$ cat config.mk
export PLATFORM = sky130hd
export DESIGN_NAME = craTop
export DESIGN_NICKNAME = d
export VERILOG_FILES = /design/src/hw/cramPkg.sv /design/src/hw/ebusPkg.sv /design/src/hw/iCramWord.sv /design/src/hw/craDispatch.sv /design/src/hw/sbrStack.sv /design/src/hw/craDiag.sv /design/src/hw/craTop.sv
export SDC_FILE = /design/constraint.sdc
export NUM_CORES = 1
export LEC_CHECK = 0
export ABC_CLOCK_PERIOD_IN_PS = 2600
export BUFFER_PORTS_ARGS = -buffer_cell sky130_fd_sc_hd__buf_4
export CORE_UTILIZATION = 53
export DETAILED_ROUTE_END_ITERATION = 12
export PLACE_DENSITY = 0.83
export SKIP_CTS_REPAIR_TIMING = 1
export SYNTH_ARGS = -nofsm -noshare
export SYNTH_HDL_FRONTEND = slang
export SYNTH_SLANG_ARGS = --single-unit
$ cat constraint.sdc
create_clock -name eboxClk -period 2.6 [get_ports eboxClk]
set_clock_uncertainty 0.15 [all_clocks]
set_input_delay 0.13 -clock eboxClk [delete_from_list [all_inputs] [get_ports eboxClk]]
set_output_delay 0.13 -clock eboxClk [all_outputs]
set_load 0.02 [all_outputs]
$ cat src/hw/cramPkg.sv
package cramPkg;

  ////////////////////////////////////////////////////////////
  // Microword and address geometry
  ////////////////////////////////////////////////////////////

  localparam int adrWidth = 11;
  localparam int dispWidth = 5;
  localparam int condWidth = 6;

  // Reduced data path sources feeding the dispatch term
  localparam int dramAWidth = 3;
  localparam int srcWidth = 4;
  localparam int condFlagWidth = 8;

  // Subroutine stack
  localparam int stackDepth = 16;
  localparam int stackPtrWidth = 4;

  typedef logic [adrWidth-1:0] cradrT;

  // Each DISP group code is the top value of its group
  localparam logic [dispWidth-1:0] dispGrp03 = 5'o03;
  localparam logic [dispWidth-1:0] dispGrp07 = 5'o07;
  localparam logic [dispWidth-1:0] dispGrp37 = 5'o37;

  // Upper three COND bits of the skip groups
  localparam logic [2:0] skipGrp40 = 3'o4;
  localparam logic [2:0] skipGrp50 = 3'o5;

  localparam cradrT force1777Adr = {adrWidth{1'b1}};

  // DISP 00-03, high part of the address
  function automatic logic isGrp03(input logic [dispWidth-1:0] disp);
    return (disp | 5'o03) == dispGrp03;
  endfunction

  // DISP 00-07, address bits 3..0
  function automatic logic isGrp07(input logic [dispWidth-1:0] disp);
    return (disp | 5'o07) == dispGrp07;
  endfunction

  // DISP 30-37, condition dispatch
  function automatic logic isGrp37(input logic [dispWidth-1:0] disp);
    return (disp | 5'o07) == dispGrp37;
  endfunction

endpackage

$ cat src/hw/ebusPkg.sv
package ebusPkg;

  ////////////////////////////////////////////////////////////
  // Diagnostic bus slice
  ////////////////////////////////////////////////////////////

  localparam int ebusWidth = 6;
  localparam int diagStrobeWidth = 2;

  typedef logic [2:0] diagFuncT;
  typedef logic [diagStrobeWidth-1:0] diagStrobeT;

  // Load strobes for the two halves of the diagnostic address
  localparam diagStrobeT diagLoadLow = 2'b01;
  localparam diagStrobeT diagLoadHigh = 2'b10;

  // Readback word select
  localparam diagFuncT diagRdDecode = 3'd0;
  localparam diagFuncT diagRdCall = 3'd1;
  localparam diagFuncT diagRdRetLow = 3'd2;
  localparam diagFuncT diagRdRetHigh = 3'd3;
  localparam diagFuncT diagRdAdrLow = 3'd4;
  localparam diagFuncT diagRdParity = 3'd5;
  localparam diagFuncT diagRdAdrLowAlt = 3'd6;
  localparam diagFuncT diagRdAdrHigh = 3'd7;

endpackage

$ cat src/hw/iCramWord.sv
`timescale 1ns/1ps

// Decoded microword fields of the address section.
// Driven from the top level, one value per cycle.
interface iCramWord;

  // Jump field, ORed straight into the next address
  cramPkg::cradrT j;

  // Dispatch select
  logic [cramPkg::dispWidth-1:0] disp;

  // Skip condition select
  logic [cramPkg::condWidth-1:0] cond;

  // Subroutine call
  logic call;

  ////////////////////////////////////////////////////////////
  // Views
  ////////////////////////////////////////////////////////////

  // Next address logic sees the whole word
  modport dispatch (
    input j,
    input disp,
    input cond,
    input call
  );

  // Stack only looks at call and dispatch
  modport stack (
    input call,
    input disp
  );

  // Readback of the dispatch decode
  modport diag (
    input call,
    input disp
  );

endinterface

$ cat src/hw/craDispatch.sv
`timescale 1ns/1ps

module craDispatch (
  input  logic                                  eboxClk,
  input  logic                                  rstN,
  iCramWord.dispatch                            cw,
  input  logic                                  force1777,
  input  logic [cramPkg::dramAWidth-1:0]        dramA,
  input  cramPkg::cradrT                        dramJ,
  input  logic [cramPkg::srcWidth-1:0]          pfDisp,
  input  logic [cramPkg::srcWidth-1:0]          sr,
  input  logic [cramPkg::srcWidth-1:0]          niCond,
  input  logic [cramPkg::srcWidth-1:0]          shmSh,
  input  logic [cramPkg::condFlagWidth-1:0]     condFlags,
  input  cramPkg::cradrT                        diagAdr,
  input  cramPkg::cradrT                        sbrRet,
  output cramPkg::cradrT                        cradr,
  output logic                                  returnStrobe,
  output logic                                  dispParity
);

  logic grp03En;
  logic grp07En;
  logic grp37En;
  logic skip40En;
  logic skip50En;
  logic [2:0] condSel;
  logic [cramPkg::adrWidth-1:cramPkg::srcWidth] hiTerm;
  logic [cramPkg::srcWidth-1:0] loTerm;
  logic skipBit;
  logic [2*cramPkg::condFlagWidth-1:0] condFlagsWrap;
  cramPkg::cradrT forceTerm;
  cramPkg::cradrT dispTerm;

  ////////////////////////////////////////////////////////////
  // Field decode
  ////////////////////////////////////////////////////////////

  assign grp03En = cramPkg::isGrp03(cw.disp);
  assign grp07En = cramPkg::isGrp07(cw.disp);
  assign grp37En = cramPkg::isGrp37(cw.disp);

  // DISP 03 is the return
  assign returnStrobe = cw.disp == cramPkg::dispGrp03;

  assign condSel = cw.cond[2:0];
  assign skip40En = cw.cond[cramPkg::condWidth-1 -: 3] == cramPkg::skipGrp40;
  assign skip50En = cw.cond[cramPkg::condWidth-1 -: 3] == cramPkg::skipGrp50;

  // Doubled so every selector gets a full 4-bit slice
  assign condFlagsWrap = {condFlags, condFlags};

  ////////////////////////////////////////////////////////////
  // Dispatch term
  ////////////////////////////////////////////////////////////

  // High part, only for DISP 00-03
  always_comb begin
    hiTerm = '0;
    if (grp03En) begin
      case (cw.disp[1:0])
        2'd0: hiTerm = diagAdr[cramPkg::adrWidth-1:cramPkg::srcWidth];
        2'd1: begin
          // DRAM J is used only for a zero A field
          if (dramA == '0) begin
            hiTerm = dramJ[cramPkg::adrWidth-1:cramPkg::srcWidth];
          end
        end
        2'd2: hiTerm = '0;
        default: hiTerm = sbrRet[cramPkg::adrWidth-1:cramPkg::srcWidth];
      endcase
    end
  end

  // Low four bits; DISP 00-03 also land here so the whole address follows
  always_comb begin
    loTerm = '0;
    if (grp07En) begin
      case (cw.disp[2:0])
        3'd0: loTerm = diagAdr[cramPkg::srcWidth-1:0];
        3'd1: loTerm = dramJ[cramPkg::srcWidth-1:0];
        3'd2: loTerm = '0;
        3'd3: loTerm = sbrRet[cramPkg::srcWidth-1:0];
        3'd4: loTerm = pfDisp;
        3'd5: loTerm = sr;
        3'd6: loTerm = niCond;
        default: loTerm = shmSh;
      endcase
    end else if (grp37En) begin
      loTerm = condFlagsWrap[cw.disp[2:0] +: cramPkg::srcWidth];
    end
  end

  // Skip groups only touch address bit 0
  always_comb begin
    skipBit = 1'b0;
    if (skip40En) begin
      skipBit = condFlags[condSel];
    end else if (skip50En) begin
      skipBit = ~condFlags[condSel];
    end
  end

  assign dispTerm = {hiTerm, loTerm} | {{(cramPkg::adrWidth-1){1'b0}}, skipBit};
  assign forceTerm = force1777 ? cramPkg::force1777Adr : '0;

  ////////////////////////////////////////////////////////////
  // Next address register
  ////////////////////////////////////////////////////////////

  always_ff @(posedge eboxClk) begin
    if (!rstN) begin
      cradr <= '0;
    end else begin
      cradr <= cw.j | forceTerm | dispTerm;
    end
  end

  // Parity over the fields the diagnostic can read back
  assign dispParity = ^{cw.call, cw.disp};

endmodule

$ cat src/hw/sbrStack.sv
`timescale 1ns/1ps

module sbrStack (
  input  logic                                  eboxClk,
  input  logic                                  rstN,
  iCramWord.stack                               cw,
  input  logic                                  force1777,
  input  logic                                  returnStrobe,
  input  cramPkg::cradrT                        cradr,
  output cramPkg::cradrT                        sbrRet,
  output logic [cramPkg::stackPtrWidth-1:0]     stackPtr
);

  cramPkg::cradrT stackMem [cramPkg::stackDepth];

  logic pushEn;
  logic popEn;
  logic reloadEn;
  logic [cramPkg::stackPtrWidth-1:0] popIdx;

  ////////////////////////////////////////////////////////////
  // Stack operations
  ////////////////////////////////////////////////////////////

  // Force 1777 pushes like a call and cancels a return
  assign pushEn = rstN & (cw.call | force1777);
  assign popEn = rstN & returnStrobe & ~force1777;
  assign reloadEn = pushEn & popEn;

  // Entry that becomes top after a pop
  assign popIdx = stackPtr - 2'd2;

  always_ff @(posedge eboxClk) begin
    if (!rstN) begin
      stackPtr <= '0;
    end else if (reloadEn) begin
      stackPtr <= '0;
    end else if (pushEn) begin
      stackPtr <= stackPtr + 1'b1;
    end else if (popEn) begin
      stackPtr <= stackPtr - 1'b1;
    end
  end

  // Pointer wraps, so the oldest entry is overwritten after 16 calls
  always_ff @(posedge eboxClk) begin
    if (pushEn && !popEn) begin
      stackMem[stackPtr] <= cradr;
    end
  end

  ////////////////////////////////////////////////////////////
  // Return address, always the entry at pointer minus one
  ////////////////////////////////////////////////////////////

  always_ff @(posedge eboxClk) begin
    if (reloadEn) begin
      // Pointer reloads to zero, so the top is the last entry
      sbrRet <= stackMem[cramPkg::stackDepth-1];
    end else if (pushEn) begin
      sbrRet <= cradr;    // New top is the value being pushed
    end else if (popEn) begin
      sbrRet <= stackMem[popIdx];
    end
  end

endmodule

$ cat src/hw/craDiag.sv
`timescale 1ns/1ps

module craDiag (
  input  logic                                  eboxClk,
  input  logic                                  rstN,
  iCramWord.diag                                cw,
  input  ebusPkg::diagStrobeT                   diagStrobe,
  input  logic                                  diagRead,
  input  ebusPkg::diagFuncT                     diagFunc,
  input  logic [ebusPkg::ebusWidth-1:0]         ebusIn,
  input  cramPkg::cradrT                        cradr,
  input  cramPkg::cradrT                        sbrRet,
  input  logic [cramPkg::stackPtrWidth-1:0]     stackPtr,
  input  logic                                  dispParity,
  output cramPkg::cradrT                        diagAdr,
  output logic [ebusPkg::ebusWidth-1:0]         ebusOut,
  output logic                                  ebusDriving
);

  logic [ebusPkg::ebusWidth-1:0] readWord;
  logic [cramPkg::adrWidth-ebusPkg::ebusWidth-1:0] adrHigh;
  logic [cramPkg::adrWidth-ebusPkg::ebusWidth-1:0] retHigh;

  ////////////////////////////////////////////////////////////
  // Diagnostic address register
  ////////////////////////////////////////////////////////////

  // Low strobe takes all six data bits, high strobe the low five
  always_ff @(posedge eboxClk) begin
    if (!rstN) begin
      diagAdr <= '0;
    end else if (diagStrobe == ebusPkg::diagLoadLow) begin
      diagAdr[ebusPkg::ebusWidth-1:0] <= ebusIn;
    end else if (diagStrobe == ebusPkg::diagLoadHigh) begin
      diagAdr[cramPkg::adrWidth-1:ebusPkg::ebusWidth] <= ebusIn[$bits(adrHigh)-1:0];
    end
  end

  ////////////////////////////////////////////////////////////
  // Readback
  ////////////////////////////////////////////////////////////

  assign adrHigh = cradr[cramPkg::adrWidth-1:ebusPkg::ebusWidth];
  assign retHigh = sbrRet[cramPkg::adrWidth-1:ebusPkg::ebusWidth];

  always_comb begin
    case (diagFunc)
      ebusPkg::diagRdDecode: begin
        readWord = {cramPkg::isGrp07(cw.disp), cramPkg::isGrp03(cw.disp), stackPtr};
      end
      ebusPkg::diagRdCall: readWord = {cw.call, cw.disp};
      ebusPkg::diagRdRetLow: readWord = sbrRet[ebusPkg::ebusWidth-1:0];
      ebusPkg::diagRdRetHigh: readWord = {cramPkg::isGrp37(cw.disp), retHigh};
      // Low half of CRADR answers at two codes
      ebusPkg::diagRdAdrLow, ebusPkg::diagRdAdrLowAlt: begin
        readWord = cradr[ebusPkg::ebusWidth-1:0];
      end
      ebusPkg::diagRdParity: readWord = {dispParity, adrHigh};
      default: readWord = {1'b0, adrHigh};
    endcase
  end

  // Bus slice is zero whenever another board owns it
  assign ebusOut = diagRead ? readWord : '0;
  assign ebusDriving = diagRead;

endmodule

$ cat src/hw/craTop.sv
`timescale 1ns/1ps

module craTop (
  input  logic                                  eboxClk,
  input  logic                                  rstN,

  // Microword fields
  input  cramPkg::cradrT                        j,
  input  logic [cramPkg::dispWidth-1:0]         disp,
  input  logic [cramPkg::condWidth-1:0]         cond,
  input  logic                                  call,
  input  logic                                  force1777,

  // Dispatch sources
  input  logic [cramPkg::dramAWidth-1:0]        dramA,
  input  cramPkg::cradrT                        dramJ,
  input  logic [cramPkg::srcWidth-1:0]          pfDisp,
  input  logic [cramPkg::srcWidth-1:0]          sr,
  input  logic [cramPkg::srcWidth-1:0]          niCond,
  input  logic [cramPkg::srcWidth-1:0]          shmSh,
  input  logic [cramPkg::condFlagWidth-1:0]     condFlags,

  // Diagnostic access
  input  ebusPkg::diagStrobeT                   diagStrobe,
  input  logic                                  diagRead,
  input  ebusPkg::diagFuncT                     diagFunc,
  input  logic [ebusPkg::ebusWidth-1:0]         ebusIn,

  output cramPkg::cradrT                        cradr,
  output logic [ebusPkg::ebusWidth-1:0]         ebusOut,
  output logic                                  ebusDriving
);

  logic returnStrobe;
  logic dispParity;
  cramPkg::cradrT sbrRet;
  cramPkg::cradrT diagAdr;
  logic [cramPkg::stackPtrWidth-1:0] stackPtr;

  iCramWord cw ();

  assign cw.j = j;
  assign cw.disp = disp;
  assign cw.cond = cond;
  assign cw.call = call;

  ////////////////////////////////////////////////////////////
  // Dispatcher, stack and diagnostic readback
  ////////////////////////////////////////////////////////////

  craDispatch i_craDispatch (
    .eboxClk(eboxClk), .rstN(rstN), .cw(cw.dispatch), .force1777(force1777),
    .dramA(dramA), .dramJ(dramJ), .pfDisp(pfDisp), .sr(sr), .niCond(niCond),
    .shmSh(shmSh), .condFlags(condFlags), .diagAdr(diagAdr), .sbrRet(sbrRet),
    .cradr(cradr), .returnStrobe(returnStrobe), .dispParity(dispParity)
  );

  sbrStack i_sbrStack (
    .eboxClk(eboxClk), .rstN(rstN), .cw(cw.stack), .force1777(force1777),
    .returnStrobe(returnStrobe), .cradr(cradr), .sbrRet(sbrRet), .stackPtr(stackPtr)
  );

  craDiag i_craDiag (
    .eboxClk(eboxClk), .rstN(rstN), .cw(cw.diag), .diagStrobe(diagStrobe),
    .diagRead(diagRead), .diagFunc(diagFunc), .ebusIn(ebusIn), .cradr(cradr),
    .sbrRet(sbrRet), .stackPtr(stackPtr), .dispParity(dispParity),
    .diagAdr(diagAdr), .ebusOut(ebusOut), .ebusDriving(ebusDriving)
  );

endmodule

# == Word-level counts from Yosys, hierarchy flattened ==
# Memories as Yosys holds them, arrays and structs flattened.
# Index checks and enable logic that the tools add are counted.
# totals
regBits,37
ram_bits,176
inputBits,76
out_inout_bits,18
elab_cells,77
memories,1
# op_classes
addsub,3
magnitude_cmp,1
eq_ne,20
shift,1
muxes,20
bitwise_logic,12
n_reduce_logical,14
# mem_list
name,words,word_bits,rd,rd_clocked_by_memory_dff,wr,line,text
i_sbrStack.stackMem,16,11,2,0,1,sbrStack.sv:14,cramPkg::cradrT stackMem [cramPkg::stackDepth];
# op_table
operator,count
$mux W11,4
$pmux W6 S6,1
$pmux W4 S7,1
$eq A3 B3 Y1 const B,8
$or A11 B11 Y11,2
$pmux W7 S3,1
$mux W4,4
$shiftx A16 B4 Y4,1
$mux W7,2
$eq A3 B2 Y1 const B,4
$logic_not A3 Y1,4
$or A11 B1 Y11,1
$eq A2 B2 Y1 const B,3
$eq A3 B1 Y1 const B,2
$mux W6,1
$reduce_xor A6 Y1,1
$eq A5 B2 Y1 const B,1
$mux W1,5
$add A4 B1 Y4 const B,1
$and A1 B1 Y1,4
$eq A2 B1 Y1 const B,2
$logic_not A2 Y1,2
$lt A3 B4 Y1 const B,1
$not A1 Y1,4
10 further kinds,11

# == Logic depth before layout (Yosys ltp) ==
# depth
depth_word,7
depth_mapped,11
ltp_nobuf,8

# == Hierarchy ==
# From an unflattened synthesis, not the netlist that was laid out.
# hier_totals
hier_cells,687
area_unflattened_um2,9824.4
# modules_own_cells
mod,instances,cells_each,area_per_inst_um2,seq_area_each_um2
sbrStack,1,459,7822.5,5695.5
craDispatch,1,133,1204.9,220.2
craDiag,1,95,797.0,220.2

# == Least setup slack after synthesis ==
# No wires, ideal clock.
# synth_path
path_type,flip-flop to flip-flop
start,reg i_sbrStack.stackPtr[1] (netlist bit)
end,reg i_sbrStack.sbrRet[8] (data pin)
setup_ns,0.259
t_arrival_ns,2.229
required_time_ns,2.191
setup_slack_ns,-0.038
stages_incl_launch_ff,11
n_path_buf,4
period_less_slack_ns,2.638
cell_sequence,dfxtp_1 > buf_6 > buf_6 > buf_6 > inv_1 > ha_1 > buf_2 > mux4_2 > a22oi_1 > o22ai_1 > a211o_1
# synth_via
elab_chain_len,5
# synth_rtl
element,line,text
"start, declared",sbrStack.sv:11,output logic [cramPkg::stackPtrWidth-1:0] stackPtr
"start signal, assigned",sbrStack.sv:39,stackPtr <= stackPtr + 1'b1;
"start signal, assigned",sbrStack.sv:41,stackPtr <= stackPtr - 1'b1;
$sub A4 B2 Y4,sbrStack.sv:31,assign popIdx = stackPtr - 2'd2;
$mem_v2 Z16 W11,-,
$mux W11,sbrStack.sv:62,end else if (popEn) begin
$mux W11,sbrStack.sv:60,end else if (pushEn) begin
$mux W11,sbrStack.sv:57,if (reloadEn) begin
"end signal, assigned",sbrStack.sv:59,sbrRet <= stackMem[cramPkg::stackDepth-1];
"end signal, assigned",sbrStack.sv:61,sbrRet <= cradr;
"end signal, assigned",sbrStack.sv:63,sbrRet <= stackMem[popIdx];
"end, declared",sbrStack.sv:10,"output cramPkg::cradrT sbrRet,"
# No other way between the ends. The select of a mux whose other input is x is not followed.
# A chain may end at the register's enable or synchronous reset.

# == Worst setup path in the final report ==
# layout_path
start,reg i_sbrStack.sbrRet[8]
end,out ebusOut[2] (netlist bit)
# layout_via
elab_chain_len,2
# layout_rtl
element,line,text
$pmux W6 S6,craDiag.sv:47,case (diagFunc)
$mux W6,craDiag.sv:64,assign ebusOut = diagRead ? readWord : '0;
"end, declared",craTop.sv:30,"output logic [ebusPkg::ebusWidth-1:0] ebusOut,"
# No other way between the ends.

==> metrics.txt <==
outcome finished with violations; violated checks negative hold slack; # diodes 0; final WL 25170 um; initial antenna violation count 0; Register Area 6141 um^2; non-filler cells, final 1053; final-stage net count 899; fin crit share 0.9414; sequential element share of the synthesized area 0.6356; first-pass GRT wire length 36720 um; H-tree Lvls 1; final worst path period need 2.448 ns; leakage power 4.287 nW; Final GP Congestion 0.9390; CTS sink cnt 213; GR Overflow Total 0; CP arrival 2.17 ns; Hold Startpoint force1777; top-area cell type share of the netlist area 0.5816; final hold violations 1; asr flop ratio synth 0; Synth Flop Type edfxtp_1; fraction of layout cells with a size suffix above 1 0.2874; FF-to-FF Start i_sbrStack.stackPtr[1]$_SDFFE_PP0P_; number of global-route vias before repair 6351; Via density 6.309; synth top area cells edfxtp_1 58%, mux4_2 7.2%, mux2i_1 6.3%; Pre-antenna DRT Iters 6; Initial Utilization 0.5505; FMAX 0.4086 GHz; Worst Setup SP i_sbrStack.sbrRet[8]$_DFFE_PP_; syn_area_per_cell 14.88 um^2; R2R setup slack 0.19 ns; largest net degree at the start of global routing 50; Syn-to-layout area delta 23.24%; I/O pins 94; CTS tree built; multi-input combinational cell area 3282 um^2; leading area contributor after synthesis edfxtp_1; CP Capture Type output pin; Max-Cap Viols 0; Bufs on Longest Clock Path 3; CTS root buffer clkbuf_16; Req. time, crit path 2.32 ns; Crit Path Category flop to output pin; Vias 6643; Rel. slew slack 0.4372; CTS Buf Count 22; Ys Warns 0; die area 18760 um^2; core area 17540 um^2; Hold WS -0.03075 ns; DRC viols 0; crit-path max FO 2; all-layer global routing usage 0.2695; most numerous cell in the Yosys netlist edfxtp_1; syn_nets 735; chip width 137.0 um; Power per Cell Area 702.5 nW/um^2; Netlist Area Pre-Place 9654 um^2; hpwl dp 17100 um; dpl cells 979; Clk pin slew, worst setup/hold paths 0.06 ns; Final ANT Viol Nets 0; layout filler cell count 1207; die height 137.0 um; final setup fails 0; Commonest cells post-synth 187 x edfxtp_1, 61 x mux2i_1, 31 x mux4_2; Worst-Skew Late Latency 0.51 ns; synthesis-stage register bit count 213; Tightest Pin Transition 0.8430 ns; worst hold path class input port to flop; 1st-iter DRT viols 799; EDFF count, synth 187; Cell Rows 48; WL per Instance 23.90 um; Cell variety after synth 54; RSZ-0062 raised after global routing false; I/O Buffers 93; peak supply drop 0.0005958 V; total power draw 8.358 mW; Startpoint Class flop; Post-Synthesis Cells 649; Pins Over Slew Limit 0
[critical path: stages, from the launching register on]
cell	delay [ns]
edfxtp_1	0.43
mux2_2	0.30
a221oi_1	0.40
a21oi_1	0.07
a21oi_1	0.22
nor2b_1	0.07
buf_4	0.16
[cell type report]
cell class                 instances  share of cell area
clock buffer                      25             0.04722
clock inverter                    14            0.008939
inverter                           9            0.002839
multi-input combinational        385              0.2758
sequential                       213              0.5161
tap                              225             0.02366
timing repair buffer             182              0.1254
[placed cells by master (no fill, tap or decap), types with 4 or more instances in the layout]
master and n:
a211oi_1 12, a21oi_1 30, a221oi_1 7, a222oi_1 4
a22o_1 6, a22oi_1 14, buf_4 144, clkbuf_16 22
clkinv_1 5, clkinv_2 5, dfxtp_1 24, dlygate4sd3_1 35
edfxtp_1 187, ha_1 9, inv_1 7, mux2_2 18
mux2i_1 61, mux4_2 31, nand2_1 24, nand2b_1 5
nand3_1 13, nor2_1 29, nor2b_1 25, nor3_2 4
nor3b_1 9, o211ai_1 6, o21ai_0 25, o22ai_1 7
xnor2_1 5
[routing by layer]
metal | vias up | wire length, um | GRT usage
li1 | 2899 | - | -
met1 | 3299 | 9835 | 0.3652
met2 | 390 | 12240 | 0.4327
met3 | 55 | 2240 | 0.05593
met4 | 0 | 848 | 0.09463
met5 | - | 0 | 0
[power breakdown]
| group | internal, mW | switching, mW |
|---|---|---|
| clock network | 1.66 | 1.28 |
| logic | 0.663 | 0.792 |
| registers | 3.87 | 0.0894 |
| total | 6.19 | 2.16 |
[per-stage QoR]
step	worst slack [ns]	hold WS [ns]	util	cell area, um^2	TNS, ns
after floorplan	-0.009173	0.1220	-	9677	-0.01715
after global placement	0.3162	0.2333	0.6204	10880	0
after detailed placement	0.2428	0.2327	0.6204	10880	0
after CTS	0.2079	-0.2831	0.6585	11550	0
after global routing	0.008192	-0.001326	0.6784	11900	0
final	0.1524	-0.03075	0.6784	11900	0
[sequential cells by signal (all words and copies together), names as in the netlist]
register,flops
i_sbrStack.stackMem,176
i_sbrStack.sbrRet,11
i_sbrStack.stackPtr,4
i_craDiag.diagAdr,11
i_craDispatch.cradr,11
[cells by family after synthesis]
| family | share of synthesized area |
|---|---|
| AOI/OAI and AO/OA | 0.09292 |
| xor gates and xnor gates | 0.007258 |
| buffers and inverters | 0.02657 |
| and+or+nand+nor | 0.06739 |
| adders and majority gates | 0.01374 |
| muxes | 0.1566 |
| DFF | 0.6356 |
[path summary, 6_finish.rpt]
check                                                     endpoint  depth (start not counted)
worst max-delay path                                    ebusOut[2]                          6
worst min-delay path             i_craDispatch.cradr[5]$_SDFF_PN0_                          3
worst max register to register      i_sbrStack.sbrRet[8]$_DFFE_PP_                          7
worst min register to register  i_craDiag.diagAdr[10]$_SDFFE_PN0P_                          2
Power figures use the tool's default switching activity.
